$ cat config.mk
export PLATFORM = sky130hd
export DESIGN_NAME = vram_arbiter
export DESIGN_NICKNAME = d
export VERILOG_FILES = /design/src/video_bus_pkg.sv /design/src/vram_arbiter.sv
export VERILOG_INCLUDE_DIRS = /design/src
export SDC_FILE = /design/constraint.sdc
export NUM_CORES = 1
export LEC_CHECK = 0
export BUFFER_PORTS_ARGS = -buffer_cell sky130_fd_sc_hd__buf_2
export CORE_UTILIZATION = 30
export CTS_CLUSTER_SIZE = 28
export DETAILED_ROUTE_END_ITERATION = 12
export HOLD_SLACK_MARGIN = 0.06
export MAX_ROUTING_LAYER = met4
export PLACE_DENSITY_LB_ADDON = 0.05
export SLEW_MARGIN = 20
export SYNTH_ARGS = -nofsm -noshare
export SYNTH_HDL_FRONTEND = slang
export SYNTH_SLANG_ARGS = --single-unit
$ cat constraint.sdc
create_clock -name i_clock -period 3.1 [get_ports i_clock]
set_clock_uncertainty 0.2 [all_clocks]
set_input_delay 0.62 -clock i_clock [delete_from_list [all_inputs] [get_ports i_clock]]
set_output_delay 0.62 -clock i_clock [all_outputs]
set_load 0.02 [all_outputs]
$ cat src/video_bus_defs.svh
`ifndef VIDEO_BUS_DEFS_SVH
`define VIDEO_BUS_DEFS_SVH

// Word address into VRAM.
// The APB byte address is two bits wider.
`define VB_ADDR_BITS 12

// One pixel word.
`define VB_DATA_BITS 32

// Posted CPU writes waiting for a VRAM slot.
`define VB_WQ_DEPTH 8

// Read words waiting for the scan-out client.
// Video reads are only accepted while a slot is free here.
`define VB_RQ_DEPTH 4

// Cycles from a VRAM command to its ready pulse.
`define VB_VRAM_LATENCY 2

`endif
$ cat src/video_bus_pkg.sv
`default_nettype none

`include "video_bus_defs.svh"

package video_bus_pkg;

	// One posted CPU write, as held in the write queue.
	typedef struct packed {
		logic [`VB_ADDR_BITS-1:0] addr;
		logic [`VB_DATA_BITS-1:0] data;
	} vram_write_t;

	// Command from the arbiter to VRAM.
	// rw is 1 for a write, 0 for a read.
	typedef struct packed {
		logic                     valid;
		logic                     rw;
		logic [`VB_ADDR_BITS-1:0] addr;
		logic [`VB_DATA_BITS-1:0] wdata;
	} vram_cmd_t;

	// Word returned to the scan-out client, tagged with its address.
	typedef struct packed {
		logic [`VB_DATA_BITS-1:0] data;
		logic [`VB_ADDR_BITS-1:0] addr;
	} video_word_t;

endpackage

`default_nettype wire

$ cat src/vram_arbiter.sv
`default_nettype none

`include "video_bus_defs.svh"

module vram_arbiter import video_bus_pkg::*; (
	input wire logic i_clock,
	input wire logic i_rst,
	input wire logic i_video_req,
	input wire logic [`VB_ADDR_BITS-1:0] i_video_addr,
	output logic o_video_ack,
	input wire logic i_wq_empty,
	input wire vram_write_t i_wq_head,
	output logic o_wq_pop,
	output vram_cmd_t o_cmd,
	input wire logic i_mem_ready,
	input wire logic [`VB_DATA_BITS-1:0] i_mem_rdata,
	input wire logic [$clog2(`VB_RQ_DEPTH+1)-1:0] i_rq_count,
	output logic o_rq_push,
	output video_word_t o_rq_data,
	output logic o_wq_idle
);

	localparam int RQ_CNT_BITS = $clog2(`VB_RQ_DEPTH + 1);

	typedef enum logic [1:0] {
		ST_IDLE,
		ST_READ_WAIT,
		ST_WRITE_WAIT
	} state_t;

	state_t state;
	logic [`VB_ADDR_BITS-1:0] read_addr;
	logic [RQ_CNT_BITS:0] rq_used;
	logic rq_space;
	logic take_read;
	logic take_write;

	// A word still waiting to be pushed holds its slot too.
	assign rq_used = {1'b0, i_rq_count} + {{RQ_CNT_BITS{1'b0}}, o_rq_push};
	assign rq_space = rq_used < (RQ_CNT_BITS + 1)'(`VB_RQ_DEPTH);

	// Video first, writes only when no video request is pending.
	assign take_read = (state == ST_IDLE) && i_video_req && rq_space;
	assign take_write = (state == ST_IDLE) && !i_video_req && !i_wq_empty;

	assign o_video_ack = take_read;
	assign o_wq_pop = take_write;
	assign o_wq_idle = i_wq_empty && (state != ST_WRITE_WAIT);

	// Command is issued in the cycle of the decision.
	always_comb begin
		o_cmd = '0;
		if (take_read) begin
			o_cmd.valid = 1'b1;
			o_cmd.rw = 1'b0;
			o_cmd.addr = i_video_addr;
		end else if (take_write) begin
			o_cmd.valid = 1'b1;
			o_cmd.rw = 1'b1;
			o_cmd.addr = i_wq_head.addr;
			o_cmd.wdata = i_wq_head.data;
		end
	end

	always_ff @(posedge i_clock) begin
		if (i_rst) begin
			state <= ST_IDLE;
			o_rq_push <= 1'b0;
		end else begin
			o_rq_push <= 1'b0;
			case (state)
				ST_IDLE: begin
					if (take_read)
						state <= ST_READ_WAIT;
					else if (take_write)
						state <= ST_WRITE_WAIT;
				end
				ST_READ_WAIT: begin
					if (i_mem_ready) begin
						o_rq_push <= 1'b1;
						state <= ST_IDLE;
					end
				end
				ST_WRITE_WAIT: begin
					if (i_mem_ready)
						state <= ST_IDLE;
				end
				default: state <= ST_IDLE;
			endcase
		end
	end

	// Word and address leave together.
	always_ff @(posedge i_clock) begin
		if (take_read)
			read_addr <= i_video_addr;
		if (state == ST_READ_WAIT && i_mem_ready) begin
			o_rq_data.data <= i_mem_rdata;
			o_rq_data.addr <= read_addr;
		end
	end

endmodule

`default_nettype wire

==> results of run 1 <==
[worst reg2reg max path: cells and delay by family, from the launching register on]
kind,cells,cell delay (ps)
adder cells (fa/ha/maj),1,260
AO/OA/AOI/OAI,2,300
AND/OR/NAND/NOR,1,500
flip-flops,1,320
buffers and inverters,2,340
[power by group]
| group | switching (W) | internal [W] | total, W |
|---|---|---|---|
| logic | 0.000169 | 0.000126 | 0.000296 |
| registers | 0.00000683 | 0.000910 | 0.000917 |
| clock network | 0.000284 | 0.000391 | 0.000675 |
[flip-flops by register name, indices dropped and copies added (netlist names)]
signal,cells
o_rq_push,1
read_addr,12
o_rq_data,44
state,2
[cell type report]
class / count / area (um^2) / area share (%)
inverter: 3 / 11.3 / 0.317
tap: 99 / 124 / 3.49
timing repair buffer: 194 / 996 / 28.0
multi-input combinational: 63 / 490 / 13.8
clock inverter: 3 / 40.0 / 1.13
sequential: 59 / 1740 / 49.0
clock buffer: 13 / 149 / 4.19
[worst paths after layout]
path / from / endpoint / slack [ps] / cells after the start
hold reg to reg: read_addr[7] / o_rq_data[7] / 210 / 0
setup / recovery: state[0] / o_cmd[43] / 220 / 6
hold / removal: read_addr[7] / o_rq_data[7] / 210 / 0
setup reg to reg: state[0] / state[1] / 1090 / 6
[per-layer routing]
metal | up-vias | GRT usage, % | part of all wire [%]
met2 | 118 | 22.6 | 48
li1 | 882 | - | -
met5 | - | - | 0
met3 | 11 | 5.82 | 11
met4 | 0 | 9.09 | 2.3
met1 | 782 | 15.0 | 38
[cells in the mapped netlist]
library cell  instances
a21oi_1               1
or2_2                 1
nand2b_1              1
a22o_2                9
ha_1                  3
nand2b_2              1
a22o_1                3
a31o_2                1
buf_4                 1
dfxtp_1               3
edfxtp_1             56
buf_6                 2
nor3b_4               1
o21ai_0               2
nor2b_1               1
a211oi_1              2
nor3b_2               1
inv_1                 3
buf_2                 1
and2_1               34
clkbuf_2              2
nor3b_1               1
and3_4                1
[cells by family (layout without fill, tap and decap cells)]
kind of cell | Yosys count | in the layout | share of synthesized area (%)
buf+inv | 9 | 213 | 2.47
simple gates | 42 | 42 | 12.7
compound gates | 18 | 18 | 6.80
fa+ha+maj | 3 | 3 | 1.65
flops | 59 | 59 | 76.4
[metrics by stage]
| stage | cells | setup slack, ps |
|---|---|---|
| final | 434 | 216 |
| after global routing | 434 | 20.7 |
| after CTS | 434 | 202 |
| after detailed placement | 418 | 500 |
| after global placement | 418 | 527 |
| after floorplan | 131 | 762 |
==> metrics, run 1 <==
post-DR vias/cell=4.13; Initial Util=31.3%; Final period util=between 90% and 100%; Placed Area=3360 um^2; Chip Height=89.2 um; worst-path cell chain=inv_1, ha_1, nor3b_4, buf_12, a22o_2, buf_2; vias in the first global route=1,576; Yosys cell types=23; Ant. Diodes=0; startpoint types=flop; crit path kind=reg2out; Chip Width=89.2 um; Max stage delay on crit path=500 ps; antenna viol nets, final=0; Mean Syn Cell Area=17.4 um^2; Max clock buf depth=2; post-CTS setup buffer count=0; io pins=190; CTS buffer count=9; Buf/Inv on CP=3; number of endpoints failing setup at the final stage=0; initial antenna violation count=0; post_cts resized=0; CP delay by family, top=simple AND/OR/NAND/NOR gates; Synth Instances=131; Worst-Margin Slew=517 ps; area grow syn2layout=55.7%; layout cells sized above 1=66.6%; DR DRC count=0; syn nets=230; Final Cell Area=3550 um^2; CP Data Required Time=2280 ps; Max Freq=347 MHz; commonest cells after routing, fill and taps aside=buf_2 (189), edfxtp_1 (56), and2_1 (33), clkbuf_8 (10), a22o_2 (9); CTS tree=yes; Root Driver=clkbuf_8; final HPWL from detailed placement=4.53 mm; core area=between 7000 and 8000 um^2; Initial DRC Count=28; largest net degree at the start of global routing=35; clock slew at reported path FFs=70 ps; global route overflow=0; WL/cell=between 10 and 15 um; # clock sinks=between 50 and 60; Worst path slowest cell=nor3b_4; leakage=1.68 nW; Slew Limit Headroom=around two thirds; Hold Buf Count CTS=0; outcome=finished, final reports clean; worst skew pair latency=330 ps; Max Slew Vio Count=0; post-synthesis instance area=approximately 2300 um^2; final count of hold timing violations=0; Syn. warnings=0; Pre-antenna DRT Iters=3; Crit. End Element=output port; WP data arrival=~2100 ps; first-pass GRT wire length=7.65 mm; Util after Layout=48.7%; Max VDD drop=0.224 mV; Die ar.=7960 um^2; Yosys reg bits=59; unrepaired setup endpoints after global routing=false; RD Place Congestion=between 0.7 and 0.8; largest fanout on the critical path=34; commonest non-fill, non-tap cell in the layout=buf_2; cell taking the most area after synthesis=edfxtp_1; top-area cell type share of the netlist area=between 70% and 80%; post-synthesis sequential area ratio=76.4%; largest cells by area after synthesis=edfxtp_1 (74%), and2_1 (9.3%), a22o_2 (3.9%); DR vias=around 1,800; Hold WS=214 ps; PortBufs=189; final wirelength=5.70 mm; post-route setup TNS=0 ps; P per Cell Area=531 nW/um^2; Tot Pwr=approximately 0.0019 W; fin nets=around 430; Hold WC Path Type=reg2reg; GRT Overall Usage=14.4%; final critical path time including I/O delays and setup=2880 ps; Max-Cap Viols=0; Fill cells=715; H-tree depth=3; Cell Rows=31
Note: power is estimated with default switching activity, not from simulation.
==> inputs of run 2 (changes only) <==
--- a/config.mk
+++ b/config.mk
@@ -7,7 +7,7 @@
 export NUM_CORES = 1
 export LEC_CHECK = 0
 export BUFFER_PORTS_ARGS = -buffer_cell sky130_fd_sc_hd__buf_2
-export CORE_UTILIZATION = 30
+export CORE_UTILIZATION = 38
 export CTS_CLUSTER_SIZE = 28
 export DETAILED_ROUTE_END_ITERATION = 12
 export HOLD_SLACK_MARGIN = 0.06
==> run 2 against run 1 <==
Global-route usage increased by 3.1 points. Clock power increased by 5.6%. Routed wire length decreased by 4.9%. Highest routed layer unchanged. Worst setup slack improved by 120 ps. Sequential share of layout area increased by 0.61 points. Critical endpoint unchanged. Fmax increased by 4.4%. Hold slack about the same. Sequential cell count unchanged. Count of clock-buffer cells in the layout decreased by 4. Largest cell class unchanged. Via count decreased by 1.8%. Register-to-register slack got worse by 30 ps.
==> metrics, run 2 (synthesis results as in run 1) <==
outcome=finished, final reports clean; worst skew pair latency=310 ps (-20 ps); final wirelength=5.43 mm (-4.9%); R2R depth=4 (-2); fin nets=427 (-0.47%); Cell Rows=27 (-13%); Chip Width=79.5 um (-11%); number of endpoints failing setup at the final stage=0 (unchanged); max FFs per register=44 (unchanged); Reg-to-Reg Start=state[0]; Pre-antenna DRT Iters=4 (+1); crit path to=o_cmd[43]; # clock sinks=59 (unchanged); initial antenna violation count=0 (unchanged); commonest non-fill, non-tap cell in the layout=buf_2; final count of hold timing violations=0 (unchanged); PortBufs=189 (unchanged); Max clock buf depth=2 (unchanged); Hold Buf Count CTS=0 (unchanged); global route overflow=0 (unchanged); RD Place Congestion=0.795 (+3.4%); Max-Cap Viols=0 (unchanged); WHS Path Cells=0 (unchanged); H-tree depth=3 (unchanged); reg2reg end=read_addr[7]; Initial Util=40.4% (+9.2 points); io pins=190 (unchanged); commonest cells after routing, fill and taps aside=buf_2 (189), edfxtp_1 (56), and2_1 (33), a22o_2 (9), clkbuf_8 (9); Ant. Diodes=0 (unchanged); Hold WS=214 ps (+0.00300 ps); Crit. End Element=output port; Chip Height=79.5 um (-11%); post_cts resized=0 (unchanged); WP data arrival=1940 ps (-120 ps); Largest regs=o_rq_data (44), read_addr (12), state (2); Final period util=89.1% (-3.9 points); final critical path time including I/O delays and setup=2760 ps (-122 ps); Max Freq=362 MHz (+4.4%); unrepaired setup endpoints after global routing=false; FF-to-FF setup slack=1060 ps (-30 ps); Initial DRC Count=30 (+7.1%); post-route setup TNS=0 ps (unchanged); startpoint types=flop; GRT Overall Usage=17.5% (+3.1 points); final HPWL from detailed placement=4.28 mm (-5.6%); Root Driver=clkbuf_8; clock slew at reported path FFs=60 ps (about the same); Worst-Margin Slew=602 ps (+85.5 ps); first-pass GRT wire length=7.73 mm (+0.99%); Slew Limit Headroom=59.8% (-5.7 points); largest fanout on the critical path=15 (-56%); DR DRC count=0 (unchanged); CTS buffer count=9 (unchanged); WL/cell=13.4 um (+1.9%); antenna viol nets, final=0 (unchanged); CP Data Required Time=2280 ps (about the same); Worst Setup SP=state[0]; Biggest register=o_rq_data; post-CTS setup buffer count=0 (unchanged); Tot Pwr=0.00192 W (+1.7%); layout cells sized above 1=66.7% (+0.10 points); Max VDD drop=0.282 mV (+26%); core area=5640 um^2 (-23%); leakage=1.67 nW (-0.21%); DR vias=1,761 (-1.8%); P per Cell Area=547 nW/um^2 (+2.9%); Die ar.=6320 um^2 (-21%); post-DR vias/cell=4.35 (+5.2%); Hold WC Path Type=reg2reg; largest net degree at the start of global routing=48 (+37%); CTS tree=yes; area grow syn2layout=53.8%; Max Slew Vio Count=0 (unchanged); vias in the first global route=1,562 (-0.89%); crit path kind=reg2out
## run 2: cell count changes in the layout (fill, tap and decap cells not counted), sizes merged
cell,delta
bufinv,+1
clkinv,+3
clkbuf,-4
buf,-2
## run 2: through the flow
stage / setup WS, ps / instances / cell area, um^2 / util [%]
finish: 338 / 405 / 3510 / 62.2
global route: 208 / 405 / 3510 / 62.2
CTS: 295 / 405 / 3510 / 62.2
detailed placement: 421 / 389 / 3300 / 58.5
global placement: 464 / 389 / 3300 / 58.5
floorplan: 762 / 131 / 2280 / -
## run 2: routing by layer
layer | part of all wire (%) | track usage [%]
met3 | 10 | 6.86
met2 | 51 | 30.8
met5 | 0 | -
met4 | 1.7 | 8.36
met1 | 36 | 16.5
## run 2: how the worst min path moves through the flow
| stage | slack [ps] | startpoint | endpoint |
|---|---|---|---|
| 6_report | 210 | read_addr[7] | o_rq_data[7] |
| 5_1_grt | 220 | read_addr[7] | o_rq_data[7] |
| 4_1_cts | 220 | read_addr[7] | o_rq_data[7] |
| 3_5_place_dp | 200 | read_addr[10] | o_rq_data[10] |
| 3_3_place_gp | 200 | read_addr[1] | o_rq_data[1] |
| 2_1_floorplan | 200 | read_addr[0] | o_rq_data[0] |
## run 2: critical path, cell delays in order (launching register included)
cell and delay, ps:
dfxtp_1 310, inv_1 100, ha_1 230, nor3b_4 560
a22o_2 250, buf_2 170
## run 2: where the power goes
part,internal (W),switching (W),total (W)
sequential,0.000911,0.00000708,0.000918
combinational,0.000121,0.000168,0.000289
clock,0.000442,0.000270,0.000713
## run 2: cell type report
| class | count | area, um^2 |
|---|---|---|
| Clock buffer | 9 | 124 |
| Clock inverter | 7 | 82.6 |
| Fill cell | 483 | 2130 |
| Inverter | 3 | 11.3 |
| Multi-Input combinational cell | 63 | 490 |
| Sequential cell | 59 | 1740 |
| Tap cell | 72 | 90.1 |
| Timing Repair Buffer | 192 | 968 |
