===== config.mk =====
export PLATFORM = sky130hd
export DESIGN_NAME = sync_fifo
export DESIGN_NICKNAME = d
export VERILOG_FILES = /design/src/sync_fifo.sv
export SDC_FILE = /design/constraint.sdc
export NUM_CORES = 1
export LEC_CHECK = 0
export ABC_AREA = 1
export BUFFER_PORTS_ARGS = -buffer_cell sky130_fd_sc_hd__buf_2
export CAP_MARGIN = 20
export CORE_MARGIN = 2
export CORE_UTILIZATION = 38
export DETAILED_ROUTE_END_ITERATION = 8
export PLACE_DENSITY = 0.57
export SETUP_SLACK_MARGIN = 0.05
export SYNTH_ARGS = -nofsm -noshare
export SYNTH_HDL_FRONTEND = slang
export SYNTH_SLANG_ARGS = --single-unit

===== constraint.sdc =====
create_clock -name i_clock -period 6.16 [get_ports i_clock]
set_input_delay 0.924 -clock i_clock [delete_from_list [all_inputs] [get_ports i_clock]]
set_output_delay 0.924 -clock i_clock [all_outputs]
set_load 0.01 [all_outputs]

===== src/sync_fifo.sv =====
`default_nettype none

module sync_fifo #(
	parameter type payload_t = logic [31:0],
	parameter int DEPTH = 4
) (
	input wire logic i_clock,
	input wire logic i_rst,
	input wire logic i_push,
	input wire payload_t i_data,
	input wire logic i_pop,
	output payload_t o_head,
	output logic o_empty,
	output logic o_full,
	output logic [$clog2(DEPTH+1)-1:0] o_count
);

	localparam int PTR_BITS = (DEPTH > 1) ? $clog2(DEPTH) : 1;
	localparam int CNT_BITS = $clog2(DEPTH + 1);

	payload_t mem [DEPTH];
	logic [PTR_BITS-1:0] rd_ptr;
	logic [PTR_BITS-1:0] wr_ptr;
	logic [CNT_BITS-1:0] count;
	logic do_push;
	logic do_pop;

	assign o_empty = (count == '0);
	assign o_full = (count == CNT_BITS'(DEPTH));
	assign o_count = count;

	// Head comes straight from storage, no read latency.
	assign o_head = mem[rd_ptr];

	assign do_push = i_push && !o_full;
	assign do_pop = i_pop && !o_empty;

	function automatic logic [PTR_BITS-1:0] next_ptr(input logic [PTR_BITS-1:0] ptr);
		if (ptr == PTR_BITS'(DEPTH - 1))
			return '0;
		return ptr + 1'b1;
	endfunction

	always_ff @(posedge i_clock) begin
		if (do_push)
			mem[wr_ptr] <= i_data;
	end

	always_ff @(posedge i_clock) begin
		if (i_rst) begin
			rd_ptr <= '0;
			wr_ptr <= '0;
			count <= '0;
		end else begin
			if (do_push)
				wr_ptr <= next_ptr(wr_ptr);
			if (do_pop)
				rd_ptr <= next_ptr(rd_ptr);
			// Simultaneous push and pop leaves the count alone.
			case ({do_push, do_pop})
				2'b10: count <= count + 1'b1;
				2'b01: count <= count - 1'b1;
				default: count <= count;
			endcase
		end
	end

endmodule

`default_nettype wire


==> results of run 1 <==
layout make-up:
type | count | area share
Clock inverter | 13 | 0.02754
Tap cell | 180 | 0.03516
Multi-Input combinational cell | 205 | 0.1639
Inverter | 20 | 0.01289
Clock buffer | 19 | 0.06759
Sequential cell | 137 | 0.6284
Timing Repair Buffer | 77 | 0.06408
Antenna cell | 1 | 0.0003907
final timing paths:
kind / startpoint / endpoint / slack (ns) / cells past startpoint
setup reg to reg: o_count[1] / mem[2][21] / 4.13 / 4
hold / removal: rd_ptr[1] / rd_ptr[1] / 0.54 / 2
setup / recovery: flip-flop / o_head[18] / 2.96 / 5
hold reg to reg: rd_ptr[1] / rd_ptr[1] / 0.54 / 2
cell families after synthesis:
group / Yosys count / share of synthesized area
flip-flops: 137 / 0.7615
adder cells (fa/ha/maj): 7 / 0.01800
buffers and inverters: 39 / 0.04546
AO/OA/AOI/OAI: 102 / 0.1042
AND/OR/NAND/NOR: 96 / 0.07080
cells in the mapped netlist:
master | count | area [um2]
edfxtp_1 | 128 | 3844
nor2_1 | 78 | 292.8
o21ai_0 | 38 | 190.2
o22ai_1 | 32 | 200.2
o21ai_1 | 28 | 140.1
inv_1 | 18 | 67.56
nand2_1 | 13 | 48.80
buf_6 | 9 | 101.4
dfxtp_1 | 9 | 180.2
buf_2 | 6 | 30.03
ha_1 | 6 | 75.07
a21oi_1 | 4 | 20.02
buf_4 | 3 | 22.52
nand3b_1 | 2 | 15.01
clkbuf_1 | 1 | 3.750
fa_1 | 1 | 20.02
inv_2 | 1 | 3.750
inv_8 | 1 | 11.26
nand2_2 | 1 | 6.260
nand3_1 | 1 | 5.000
nand4_1 | 1 | 6.260
routing by layer:
metal	global-route usage	share of wire	up-vias
met5	0	0	-
met4	0.06250	0.012	0
met3	0.04822	0.054	7
met2	0.2378	0.49	95
met1	0.1923	0.44	1575
li1	-	-	1553
power groups by stage:
stage          registers (W)  logic, W  clock network (W)
2_1_floorplan        0.00117  0.000487                  0
3_3_place_gp         0.00119  0.000699                  0
3_5_place_dp         0.00119  0.000712                  0
4_1_cts              0.00117  0.000715            0.00105
5_1_grt              0.00118  0.000803            0.00108
6_report             0.00117  0.000708            0.00103
sequential cells by signal (all words and copies together), names as in the netlist, named ones only:
name	flops
wr_ptr	2
mem	128
rd_ptr	2
o_count	3
metrics by stage:
step	total power [W]	cell area, um2
3_3_place_gp	0.001889	5773
2_1_floorplan	0.001661	5284
3_5_place_dp	0.001904	5773
4_1_cts	0.002937	6382
6_report	0.002908	6405
5_1_grt	0.003071	6405
tightest hold or removal path, stage by stage (launching register included):
cell and delay, ns:
dfxtp_1 0.32, a21oi_1 0.12, nor2_1 0.06
==> impl_metrics.prom, run 1 <==
# TYPE chip_impl_metric gauge
chip_impl_info{name="outcome",value="completed"} 1
chip_impl_metric{name="seq_power_share",unit=""} 0.403
chip_impl_metric{name="post-route-worst-setup-slack",unit="ns"} 2.964
chip_impl_metric{name="design.final.nets",unit=""} 501
chip_impl_metric{name="synth.lib_cells_used.distinct",unit=""} 21
chip_impl_metric{name="fin_crit",unit="ns"} 3.196
chip_impl_metric{name="vdd_drop_max",unit="V"} 0.0001563
chip_impl_metric{name="n_fill_cell",unit=""} 1243
chip_impl_metric{name="critical_path.n_buffers_inverters",unit=""} 3
chip_impl_metric{name="dieArea",unit="um2"} 14860
chip_impl_info{name="crit_slowest_cell",value="dfxtp_2"} 1
chip_impl_metric{name="clk_latency",unit="ns"} 0.40
chip_impl_metric{name="worst_slew_margin_rel",unit=""} 0.2885
chip_impl_metric{name="seq_total_area_yosys",unit=""} 0.7615
chip_impl_metric{name="power_switching",unit="W"} 0.0008657
chip_impl_metric{name="final-instance-count-excl-fill",unit=""} 652
chip_impl_metric{name="grt_pass1_wl",unit="mm"} 16.50
chip_impl_metric{name="report.final.hold_viol_count",unit=""} 0
chip_impl_metric{name="grt_max_degree",unit=""} 65
chip_impl_metric{name="post_synth.cell_area_avg",unit="um2"} 13.87
chip_impl_metric{name="finalSetupViolCount",unit=""} 0
chip_impl_metric{name="synthesis.nets",unit=""} 424
chip_impl_metric{name="utilization",unit=""} 0.4668
chip_impl_info{name="layout.cells.most_common_list",value="edfxtp_1 (128), nor2_1 (74), buf_2 (72)"} 1
chip_impl_info{name="holdCritPathClass",value="flip-flop to flip-flop"} 1
chip_impl_info{name="leading_cell_type_in_the_layout_fill_and_taps_excluded",value="edfxtp_1"} 1
chip_impl_metric{name="cts_sinks",unit=""} 137
chip_impl_info{name="criticalPathCategory",value="flip-flop to output pin"} 1
chip_impl_metric{name="slew_violations",unit=""} 0
chip_impl_metric{name="ant_nets",unit=""} 0
chip_impl_metric{name="power.clock.fraction",unit=""} 0.354
chip_impl_metric{name="cts_inserted_buffers",unit=""} 17
chip_impl_info{name="timing.critical_path.from_type",value="flip-flop"} 1
chip_impl_info{name="unrepaired_setup_endpoints_after_global_routing",value="false"} 1
chip_impl_metric{name="port_buffers",unit=""} 72
chip_impl_metric{name="groute.usage.overall",unit=""} 0.1505
chip_impl_metric{name="cts_max_level",unit=""} 4
chip_impl_info{name="critPathTopFamily",value="buffers and inverters"} 1
chip_impl_metric{name="critPathMaxStageDelay",unit="ns"} 0.72
chip_impl_info{name="nature_of_the_critical_path_endpoint",value="output pin"} 1
chip_impl_metric{name="gp_congestion",unit=""} 0.6907
chip_impl_metric{name="worst-path-max-fanout",unit=""} 64
chip_impl_metric{name="ff_latch_area",unit="um2"} 4025
chip_impl_info{name="cts_tree",value="done"} 1
chip_impl_info{name="clk_root_buffer_cell",value="clkbuf_16"} 1
chip_impl_metric{name="core_area",unit="um2"} 13720
chip_impl_metric{name="fmax",unit="GHz"} 0.3129
chip_impl_metric{name="power.density_cell_area",unit="nW/um2"} 454.0
chip_impl_metric{name="die_w",unit="um"} 121.9
chip_impl_metric{name="syn_to_final_growth",unit="%"} 21.22
chip_impl_metric{name="final.setup_skew",unit="ns"} 0.008433
chip_impl_info{name="critical_path.cell_chain",value="buf_4, inv_8, o21ai_1, o22ai_1, buf_2"} 1
chip_impl_metric{name="drt-vias-per-instance",unit=""} 4.954
chip_impl_metric{name="firstDrtPassIters",unit=""} 4
chip_impl_metric{name="multiInputGateArea",unit="um2"} 1050
chip_impl_metric{name="finalHoldWorstSlack",unit="ns"} 0.5422
chip_impl_metric{name="int_pwr",unit="W"} 0.002042
chip_impl_metric{name="cts.repair_timing.setup_buffer_count",unit=""} 0
chip_impl_metric{name="avgRoutedWirePerCell",unit="um"} 16.12
chip_impl_metric{name="number_of_buffers_between_clock_root_and_the_deepest_sink",unit=""} 2
chip_impl_metric{name="ys_ff_latch",unit=""} 137
chip_impl_metric{name="worst-endpoint-required",unit="ns"} 5.24
chip_impl_metric{name="io_pins",unit=""} 73
chip_impl_metric{name="yosys_warnings",unit=""} 0
chip_impl_metric{name="postCtsHoldBufs",unit=""} 0
chip_impl_metric{name="slew_at_the_pin_with_the_worst_max_slew_slack",unit="ns"} 1.065
chip_impl_metric{name="placementRows",unit=""} 43
chip_impl_metric{name="initial_antenna_violation_count",unit=""} 1
chip_impl_metric{name="max_cap_viols",unit=""} 0
chip_impl_metric{name="portion_of_total_power_attributed_to_combinational_logic",unit=""} 0.243
chip_impl_metric{name="initial_core_util",unit=""} 0.3851
chip_impl_metric{name="via_count_of_the_first_global_routing_pass",unit=""} 3202
chip_impl_metric{name="pre_cts_ws",unit="ns"} 3.359
chip_impl_metric{name="totalWireLength",unit="mm"} 10.51
chip_impl_metric{name="dr.first_iter.drc_count",unit=""} 251
chip_impl_metric{name="period_share",unit=""} 0.5188
chip_impl_metric{name="total_placed_cells_including_tap_cells",unit=""} 618
chip_impl_metric{name="floorplan.die.height",unit="um"} 121.9
chip_impl_metric{name="drt_drc_violations_left",unit=""} 0
chip_impl_metric{name="grt.overflow.total",unit=""} 0
chip_impl_metric{name="clk_pin_slew_worst_paths",unit="ns"} 0.05
chip_impl_metric{name="critPathArrivalTime",unit="ns"} 2.27
chip_impl_metric{name="drive_above_1_share",unit=""} 0.2399
chip_impl_metric{name="switching_share",unit=""} 0.2977
chip_impl_metric{name="route.vias.total",unit=""} 3230
chip_impl_metric{name="totalNegativeSetupSlack",unit="ns"} 0
chip_impl_metric{name="cells_after_synth",unit=""} 381
chip_impl_metric{name="post_cts_resize_count",unit=""} 0
chip_impl_metric{name="static-leakage-power",unit="nW"} 2.338
chip_impl_metric{name="detailedPlacementHpwl",unit="mm"} 5.958
chip_impl_metric{name="mappedNetlistArea",unit="um2"} 5284
(Power assumes the default switching activity.)
==> inputs of run 2 (changes only) <==
clock period = 3.1 ns   (was 6.16 ns; I/O delays follow)
==> impl_metrics.prom, run 2 (synthesized netlist as in run 1, its figures left out) <==
# TYPE chip_impl_metric gauge
chip_impl_metric{name="cts.repair_timing.setup_buffer_count",unit=""} 0
chip_impl_metric{name="grt_pass1_wl",unit="mm"} 16.39
chip_impl_info{name="cts_tree",value="done"} 1
chip_impl_metric{name="slew_violations",unit=""} 0
chip_impl_metric{name="finalSetupViolCount",unit=""} 0
chip_impl_metric{name="slew_at_the_pin_with_the_worst_max_slew_slack",unit="ns"} 0.7268
chip_impl_metric{name="post_cts_resize_count",unit=""} 0
chip_impl_metric{name="max_cap_viols",unit=""} 0
chip_impl_metric{name="fmax",unit="GHz"} 0.4182
chip_impl_metric{name="floorplan.die.height",unit="um"} 121.9
chip_impl_metric{name="totalWireLength",unit="mm"} 10.54
chip_impl_metric{name="placementRows",unit=""} 43
chip_impl_metric{name="port_buffers",unit=""} 72
chip_impl_info{name="criticalPathCategory",value="flip-flop to output pin"} 1
chip_impl_metric{name="pre_cts_ws",unit="ns"} 1.085
chip_impl_metric{name="dieArea",unit="um2"} 14860
chip_impl_info{name="leading_cell_type_in_the_layout_fill_and_taps_excluded",value="edfxtp_1"} 1
chip_impl_metric{name="clk_latency",unit="ns"} 0.41
chip_impl_metric{name="static-leakage-power",unit="nW"} 2.356
chip_impl_info{name="max_flop_register",value="mem"} 1
chip_impl_metric{name="initial_antenna_violation_count",unit=""} 0
chip_impl_metric{name="ant_nets",unit=""} 0
chip_impl_metric{name="fin_crit",unit="ns"} 2.391
chip_impl_metric{name="drive_above_1_share",unit=""} 0.2495
chip_impl_metric{name="number_of_buffers_between_clock_root_and_the_deepest_sink",unit=""} 2
chip_impl_metric{name="largest_register_ffs",unit=""} 128
chip_impl_metric{name="period_share",unit=""} 0.7713
chip_impl_metric{name="final-instance-count-excl-fill",unit=""} 657
chip_impl_metric{name="groute.usage.overall",unit=""} 0.1505
chip_impl_metric{name="detailedPlacementHpwl",unit="mm"} 6.429
chip_impl_metric{name="report.final.hold_viol_count",unit=""} 0
chip_impl_metric{name="dr.first_iter.drc_count",unit=""} 216
chip_impl_metric{name="critPathArrivalTime",unit="ns"} 1.93
chip_impl_metric{name="io_pins",unit=""} 73
chip_impl_info{name="layout.cells.most_common_list",value="edfxtp_1 (128), nor2_1 (74), buf_2 (72)"} 1
chip_impl_metric{name="drt-vias-per-instance",unit=""} 4.831
chip_impl_metric{name="die_w",unit="um"} 121.9
chip_impl_metric{name="post-route-worst-setup-slack",unit="ns"} 0.7091
chip_impl_metric{name="clk_pin_slew_worst_paths",unit="ns"} 0.06
chip_impl_metric{name="final.setup_skew",unit="ns"} 0.008429
chip_impl_metric{name="cts_sinks",unit=""} 137
chip_impl_metric{name="syn_to_final_growth",unit="%"} 21.31
chip_impl_metric{name="power.density_cell_area",unit="nW/um2"} 890.6
chip_impl_metric{name="n_fill_cell",unit=""} 1244
chip_impl_metric{name="vdd_drop_max",unit="V"} 0.0004145
chip_impl_metric{name="finalHoldWorstSlack",unit="ns"} 0.2678
chip_impl_metric{name="multiInputGateArea",unit="um2"} 1050
chip_impl_metric{name="ff_latch_area",unit="um2"} 4025
chip_impl_info{name="outcome",value="completed"} 1
chip_impl_metric{name="worst-endpoint-required",unit="ns"} 2.63
chip_impl_metric{name="worst-path-max-fanout",unit=""} 25
chip_impl_metric{name="firstDrtPassIters",unit=""} 5
chip_impl_metric{name="initial_core_util",unit=""} 0.3851
chip_impl_metric{name="gp_congestion",unit=""} 0.7414
chip_impl_metric{name="worst_slew_margin_rel",unit=""} 0.5143
chip_impl_metric{name="postCtsHoldBufs",unit=""} 0
chip_impl_metric{name="grt.overflow.total",unit=""} 0
chip_impl_metric{name="grt_max_degree",unit=""} 65
chip_impl_metric{name="via_count_of_the_first_global_routing_pass",unit=""} 3166
chip_impl_metric{name="total_placed_cells_including_tap_cells",unit=""} 625
chip_impl_info{name="nature_of_the_critical_path_endpoint",value="output pin"} 1
chip_impl_metric{name="ff2ff_setup_slack",unit="ns"} 1.14
chip_impl_info{name="unrepaired_setup_endpoints_after_global_routing",value="false"} 1
chip_impl_metric{name="drt_drc_violations_left",unit=""} 0
chip_impl_metric{name="cts_max_level",unit=""} 4
chip_impl_metric{name="antenna_cells",unit=""} 0
chip_impl_metric{name="route.vias.total",unit=""} 3174
chip_impl_info{name="clk_root_buffer_cell",value="clkbuf_16"} 1
chip_impl_info{name="timing.critical_path.from_type",value="flip-flop"} 1
chip_impl_metric{name="cts_inserted_buffers",unit=""} 17
chip_impl_info{name="holdCritPathClass",value="primary input to flip-flop"} 1
chip_impl_metric{name="avgRoutedWirePerCell",unit="um"} 16.04
chip_impl_metric{name="core_area",unit="um2"} 13720
chip_impl_metric{name="totalNegativeSetupSlack",unit="ns"} 0
chip_impl_metric{name="design.final.nets",unit=""} 507
## run 2: cell types whose count changed in the layout (fill, tap and decap cells not counted), sizes merged
cell,delta
buf,+6
diode,-1
bufinv,-1
clkbuf,-1
clkinv,+2
## run 2: metrics by stage
step	util	instance area [um2]	total power [W]
detailed placement	0.4246	5826	0.003799
global placement	0.4246	5826	0.003774
CTS	0.4672	6410	0.005777
finish	0.4672	6410	0.005709
floorplan	-	5284	0.003300
global route	0.4672	6410	0.006021
## run 2: critical path, stage by stage, from the launching register on
cell and delay [ns]:
dfxtp_2 0.66, buf_4 0.35, o21ai_0 0.14, o22ai_1 0.19
buf_2 0.16
## run 2: metal layers
| metal | part of all wire | wire length (um) | track usage |
|---|---|---|---|
| met3 | 0.043 | 457 | 0.04916 |
| met5 | 0 | 0 | 0 |
| met2 | 0.48 | 5060 | 0.2364 |
| met1 | 0.46 | 4861 | 0.1924 |
| met4 | 0.015 | 161 | 0.06394 |
## run 2: final timing paths
check,from,end,cells after the start
worst max-delay path,flip-flop,o_head[6],4
worst min-delay path,i_data[29],mem[2][29],1
worst max register to register,o_count[1],mem[1][8],5
worst min register to register,o_count[0],o_count[0],2
## run 2: cell type report
type | instances | area share
tap | 180 | 0.03514
inverter | 20 | 0.01288
timing repair buffer | 83 | 0.06910
clock inverter | 14 | 0.02420
clock buffer | 18 | 0.06695
sequential | 137 | 0.6280
multi-input combinational | 205 | 0.1638
## run 2: where the power goes
| group | total (W) | switching [W] | internal [W] |
|---|---|---|---|
| combinational | 0.00141 | 0.000918 | 0.000496 |
| clock | 0.00197 | 0.000719 | 0.00125 |
| sequential | 0.00232 | 0.0000925 | 0.00223 |
==> inputs of run 3 (changes only) <==
clock period = 2.3 ns   (was 3.1 ns; I/O delays follow)
==> impl_metrics.prom, run 3 (synthesized netlist as in run 1, its figures left out) <==
# TYPE chip_impl_metric gauge
chip_impl_info{name="outcome",value="completed"} 1
chip_impl_metric{name="placementRows",unit=""} 43
chip_impl_metric{name="cts_inserted_buffers",unit=""} 17
chip_impl_metric{name="detailedPlacementHpwl",unit="mm"} 6.353
chip_impl_metric{name="gp_congestion",unit=""} 0.7437
chip_impl_metric{name="dr.first_iter.drc_count",unit=""} 176
chip_impl_metric{name="port_buffers",unit=""} 72
chip_impl_metric{name="worst_slew_margin_rel",unit=""} 0.7389
chip_impl_metric{name="core_area",unit="um2"} 13720
chip_impl_metric{name="vdd_drop_max",unit="V"} 0.0005554
chip_impl_metric{name="ant_nets",unit=""} 0
chip_impl_info{name="timing.critical_path.from_type",value="flip-flop"} 1
chip_impl_metric{name="pre_cts_ws",unit="ns"} 0.3239
chip_impl_metric{name="route.vias.total",unit=""} 3236
chip_impl_metric{name="post-route-worst-setup-slack",unit="ns"} 0.2355
chip_impl_metric{name="antenna_cells",unit=""} 0
chip_impl_metric{name="finalSetupViolCount",unit=""} 0
chip_impl_metric{name="clk_pin_slew_worst_paths",unit="ns"} 0.05
chip_impl_info{name="max_flop_register",value="mem"} 1
chip_impl_metric{name="fin_crit",unit="ns"} 2.064
chip_impl_info{name="nature_of_the_critical_path_endpoint",value="output pin"} 1
chip_impl_metric{name="slew_at_the_pin_with_the_worst_max_slew_slack",unit="ns"} 0.3916
chip_impl_metric{name="design.final.nets",unit=""} 509
chip_impl_metric{name="cts_max_level",unit=""} 4
chip_impl_metric{name="static-leakage-power",unit="nW"} 2.340
chip_impl_metric{name="fmax",unit="GHz"} 0.4844
chip_impl_metric{name="finalHoldWorstSlack",unit="ns"} 0.1422
chip_impl_metric{name="via_count_of_the_first_global_routing_pass",unit=""} 3321
chip_impl_metric{name="grt_pass1_wl",unit="mm"} 17.40
chip_impl_info{name="clk_root_buffer_cell",value="clkbuf_16"} 1
chip_impl_metric{name="initial_core_util",unit=""} 0.3851
chip_impl_metric{name="grt.overflow.total",unit=""} 0
chip_impl_metric{name="power.density_cell_area",unit="nW/um2"} 1158
chip_impl_info{name="cts_tree",value="done"} 1
chip_impl_metric{name="period_share",unit=""} 0.8976
chip_impl_metric{name="drt-vias-per-instance",unit=""} 4.918
chip_impl_metric{name="drt_drc_violations_left",unit=""} 0
chip_impl_metric{name="firstDrtPassIters",unit=""} 4
chip_impl_metric{name="slew_violations",unit=""} 0
chip_impl_metric{name="critPathArrivalTime",unit="ns"} 1.72
chip_impl_metric{name="worst-endpoint-required",unit="ns"} 1.96
chip_impl_metric{name="io_pins",unit=""} 73
chip_impl_metric{name="worst-path-max-fanout",unit=""} 44
chip_impl_info{name="crit_slowest_cell",value="dfxtp_2"} 1
chip_impl_metric{name="groute.usage.overall",unit=""} 0.1601
chip_impl_metric{name="utilization",unit=""} 0.4629
chip_impl_metric{name="avgRoutedWirePerCell",unit="um"} 16.41
chip_impl_metric{name="cts_sinks",unit=""} 137
chip_impl_metric{name="cts.repair_timing.setup_buffer_count",unit=""} 0
chip_impl_info{name="leading_cell_type_in_the_layout_fill_and_taps_excluded",value="edfxtp_1"} 1
chip_impl_metric{name="final.setup_skew",unit="ns"} 0.01038
chip_impl_metric{name="dieArea",unit="um2"} 14860
chip_impl_metric{name="grt_max_degree",unit=""} 65
chip_impl_metric{name="syn_to_final_growth",unit="%"} 20.20
chip_impl_info{name="criticalPathCategory",value="flip-flop to output pin"} 1
chip_impl_metric{name="max_cap_viols",unit=""} 0
chip_impl_info{name="layout.cells.most_common_list",value="edfxtp_1 (128), nor2_1 (74), buf_2 (72)"} 1
chip_impl_metric{name="die_w",unit="um"} 121.9
chip_impl_metric{name="report.final.hold_viol_count",unit=""} 0
chip_impl_info{name="critical_path.cell_chain",value="buf_6, o21ai_0, o22ai_1, buf_2"} 1
chip_impl_info{name="unrepaired_setup_endpoints_after_global_routing",value="false"} 1
chip_impl_metric{name="postCtsHoldBufs",unit=""} 0
chip_impl_metric{name="initial_antenna_violation_count",unit=""} 0
chip_impl_metric{name="number_of_buffers_between_clock_root_and_the_deepest_sink",unit=""} 2
chip_impl_info{name="holdCritPathClass",value="primary input to flip-flop"} 1
chip_impl_metric{name="totalNegativeSetupSlack",unit="ns"} 0
chip_impl_metric{name="largest_register_ffs",unit=""} 128
chip_impl_metric{name="totalWireLength",unit="mm"} 10.80
chip_impl_metric{name="critPathMaxStageDelay",unit="ns"} 0.39
chip_impl_metric{name="post_cts_resize_count",unit=""} 0
chip_impl_metric{name="floorplan.die.height",unit="um"} 121.9
chip_impl_metric{name="drive_above_1_share",unit=""} 0.2510
chip_impl_metric{name="clk_latency",unit="ns"} 0.42
## run 3: layout make-up
type | instances | area (um2)
clock inverter | 12 | 61.31
clock buffer | 19 | 432.9
multi-input combinational | 205 | 1050
sequential | 137 | 4025
inverter | 20 | 82.58
tap | 180 | 225.2
fill | 1256 | 7368
timing repair buffer | 85 | 474.2
## run 3: critical path, delay by kind of cell (launching register included)
kind / cells / cell delay, ns
compound gates: 2 / 0.40
flops: 1 / 0.39
buf+inv: 2 / 0.51
## run 3: power breakdown
part           switching, W  leakage, nW  internal (W)  total, W
clock              0.000925        0.254       0.00134   0.00226
sequential        0.0000892         1.25       0.00301   0.00310
combinational       0.00129        0.837      0.000702   0.00200
total               0.00231         2.34       0.00505   0.00736
## run 3: path summary, 6_finish.rpt
path	startpoint	endpoint	slack (ns)	depth (start not counted)
worst max register to register	o_count[1]	o_count[2]	0.32	12
worst min-delay path	i_data[7]	mem[0][7]	0.14	1
worst min register to register	o_count[0]	o_count[0]	0.55	2
worst max-delay path	flip-flop	o_head[3]	0.24	4
## run 3: routing by layer
| metal | track usage | vias to the layer above | part of all wire |
|---|---|---|---|
| li1 | - | 1566 | - |
| met1 | 0.1924 | 1589 | 0.44 |
| met2 | 0.2629 | 69 | 0.50 |
| met3 | 0.05712 | 12 | 0.044 |
| met4 | 0.06466 | 0 | 0.015 |
| met5 | 0 | - | 0 |
## run 3: metrics by stage
step	instances	area [um2]	total power [W]
floorplan	381	5284	0.004447
global placement	627	5853	0.005132
detailed placement	627	5853	0.005191
CTS	658	6347	0.007467
global route	658	6351	0.007801
finish	658	6351	0.007357
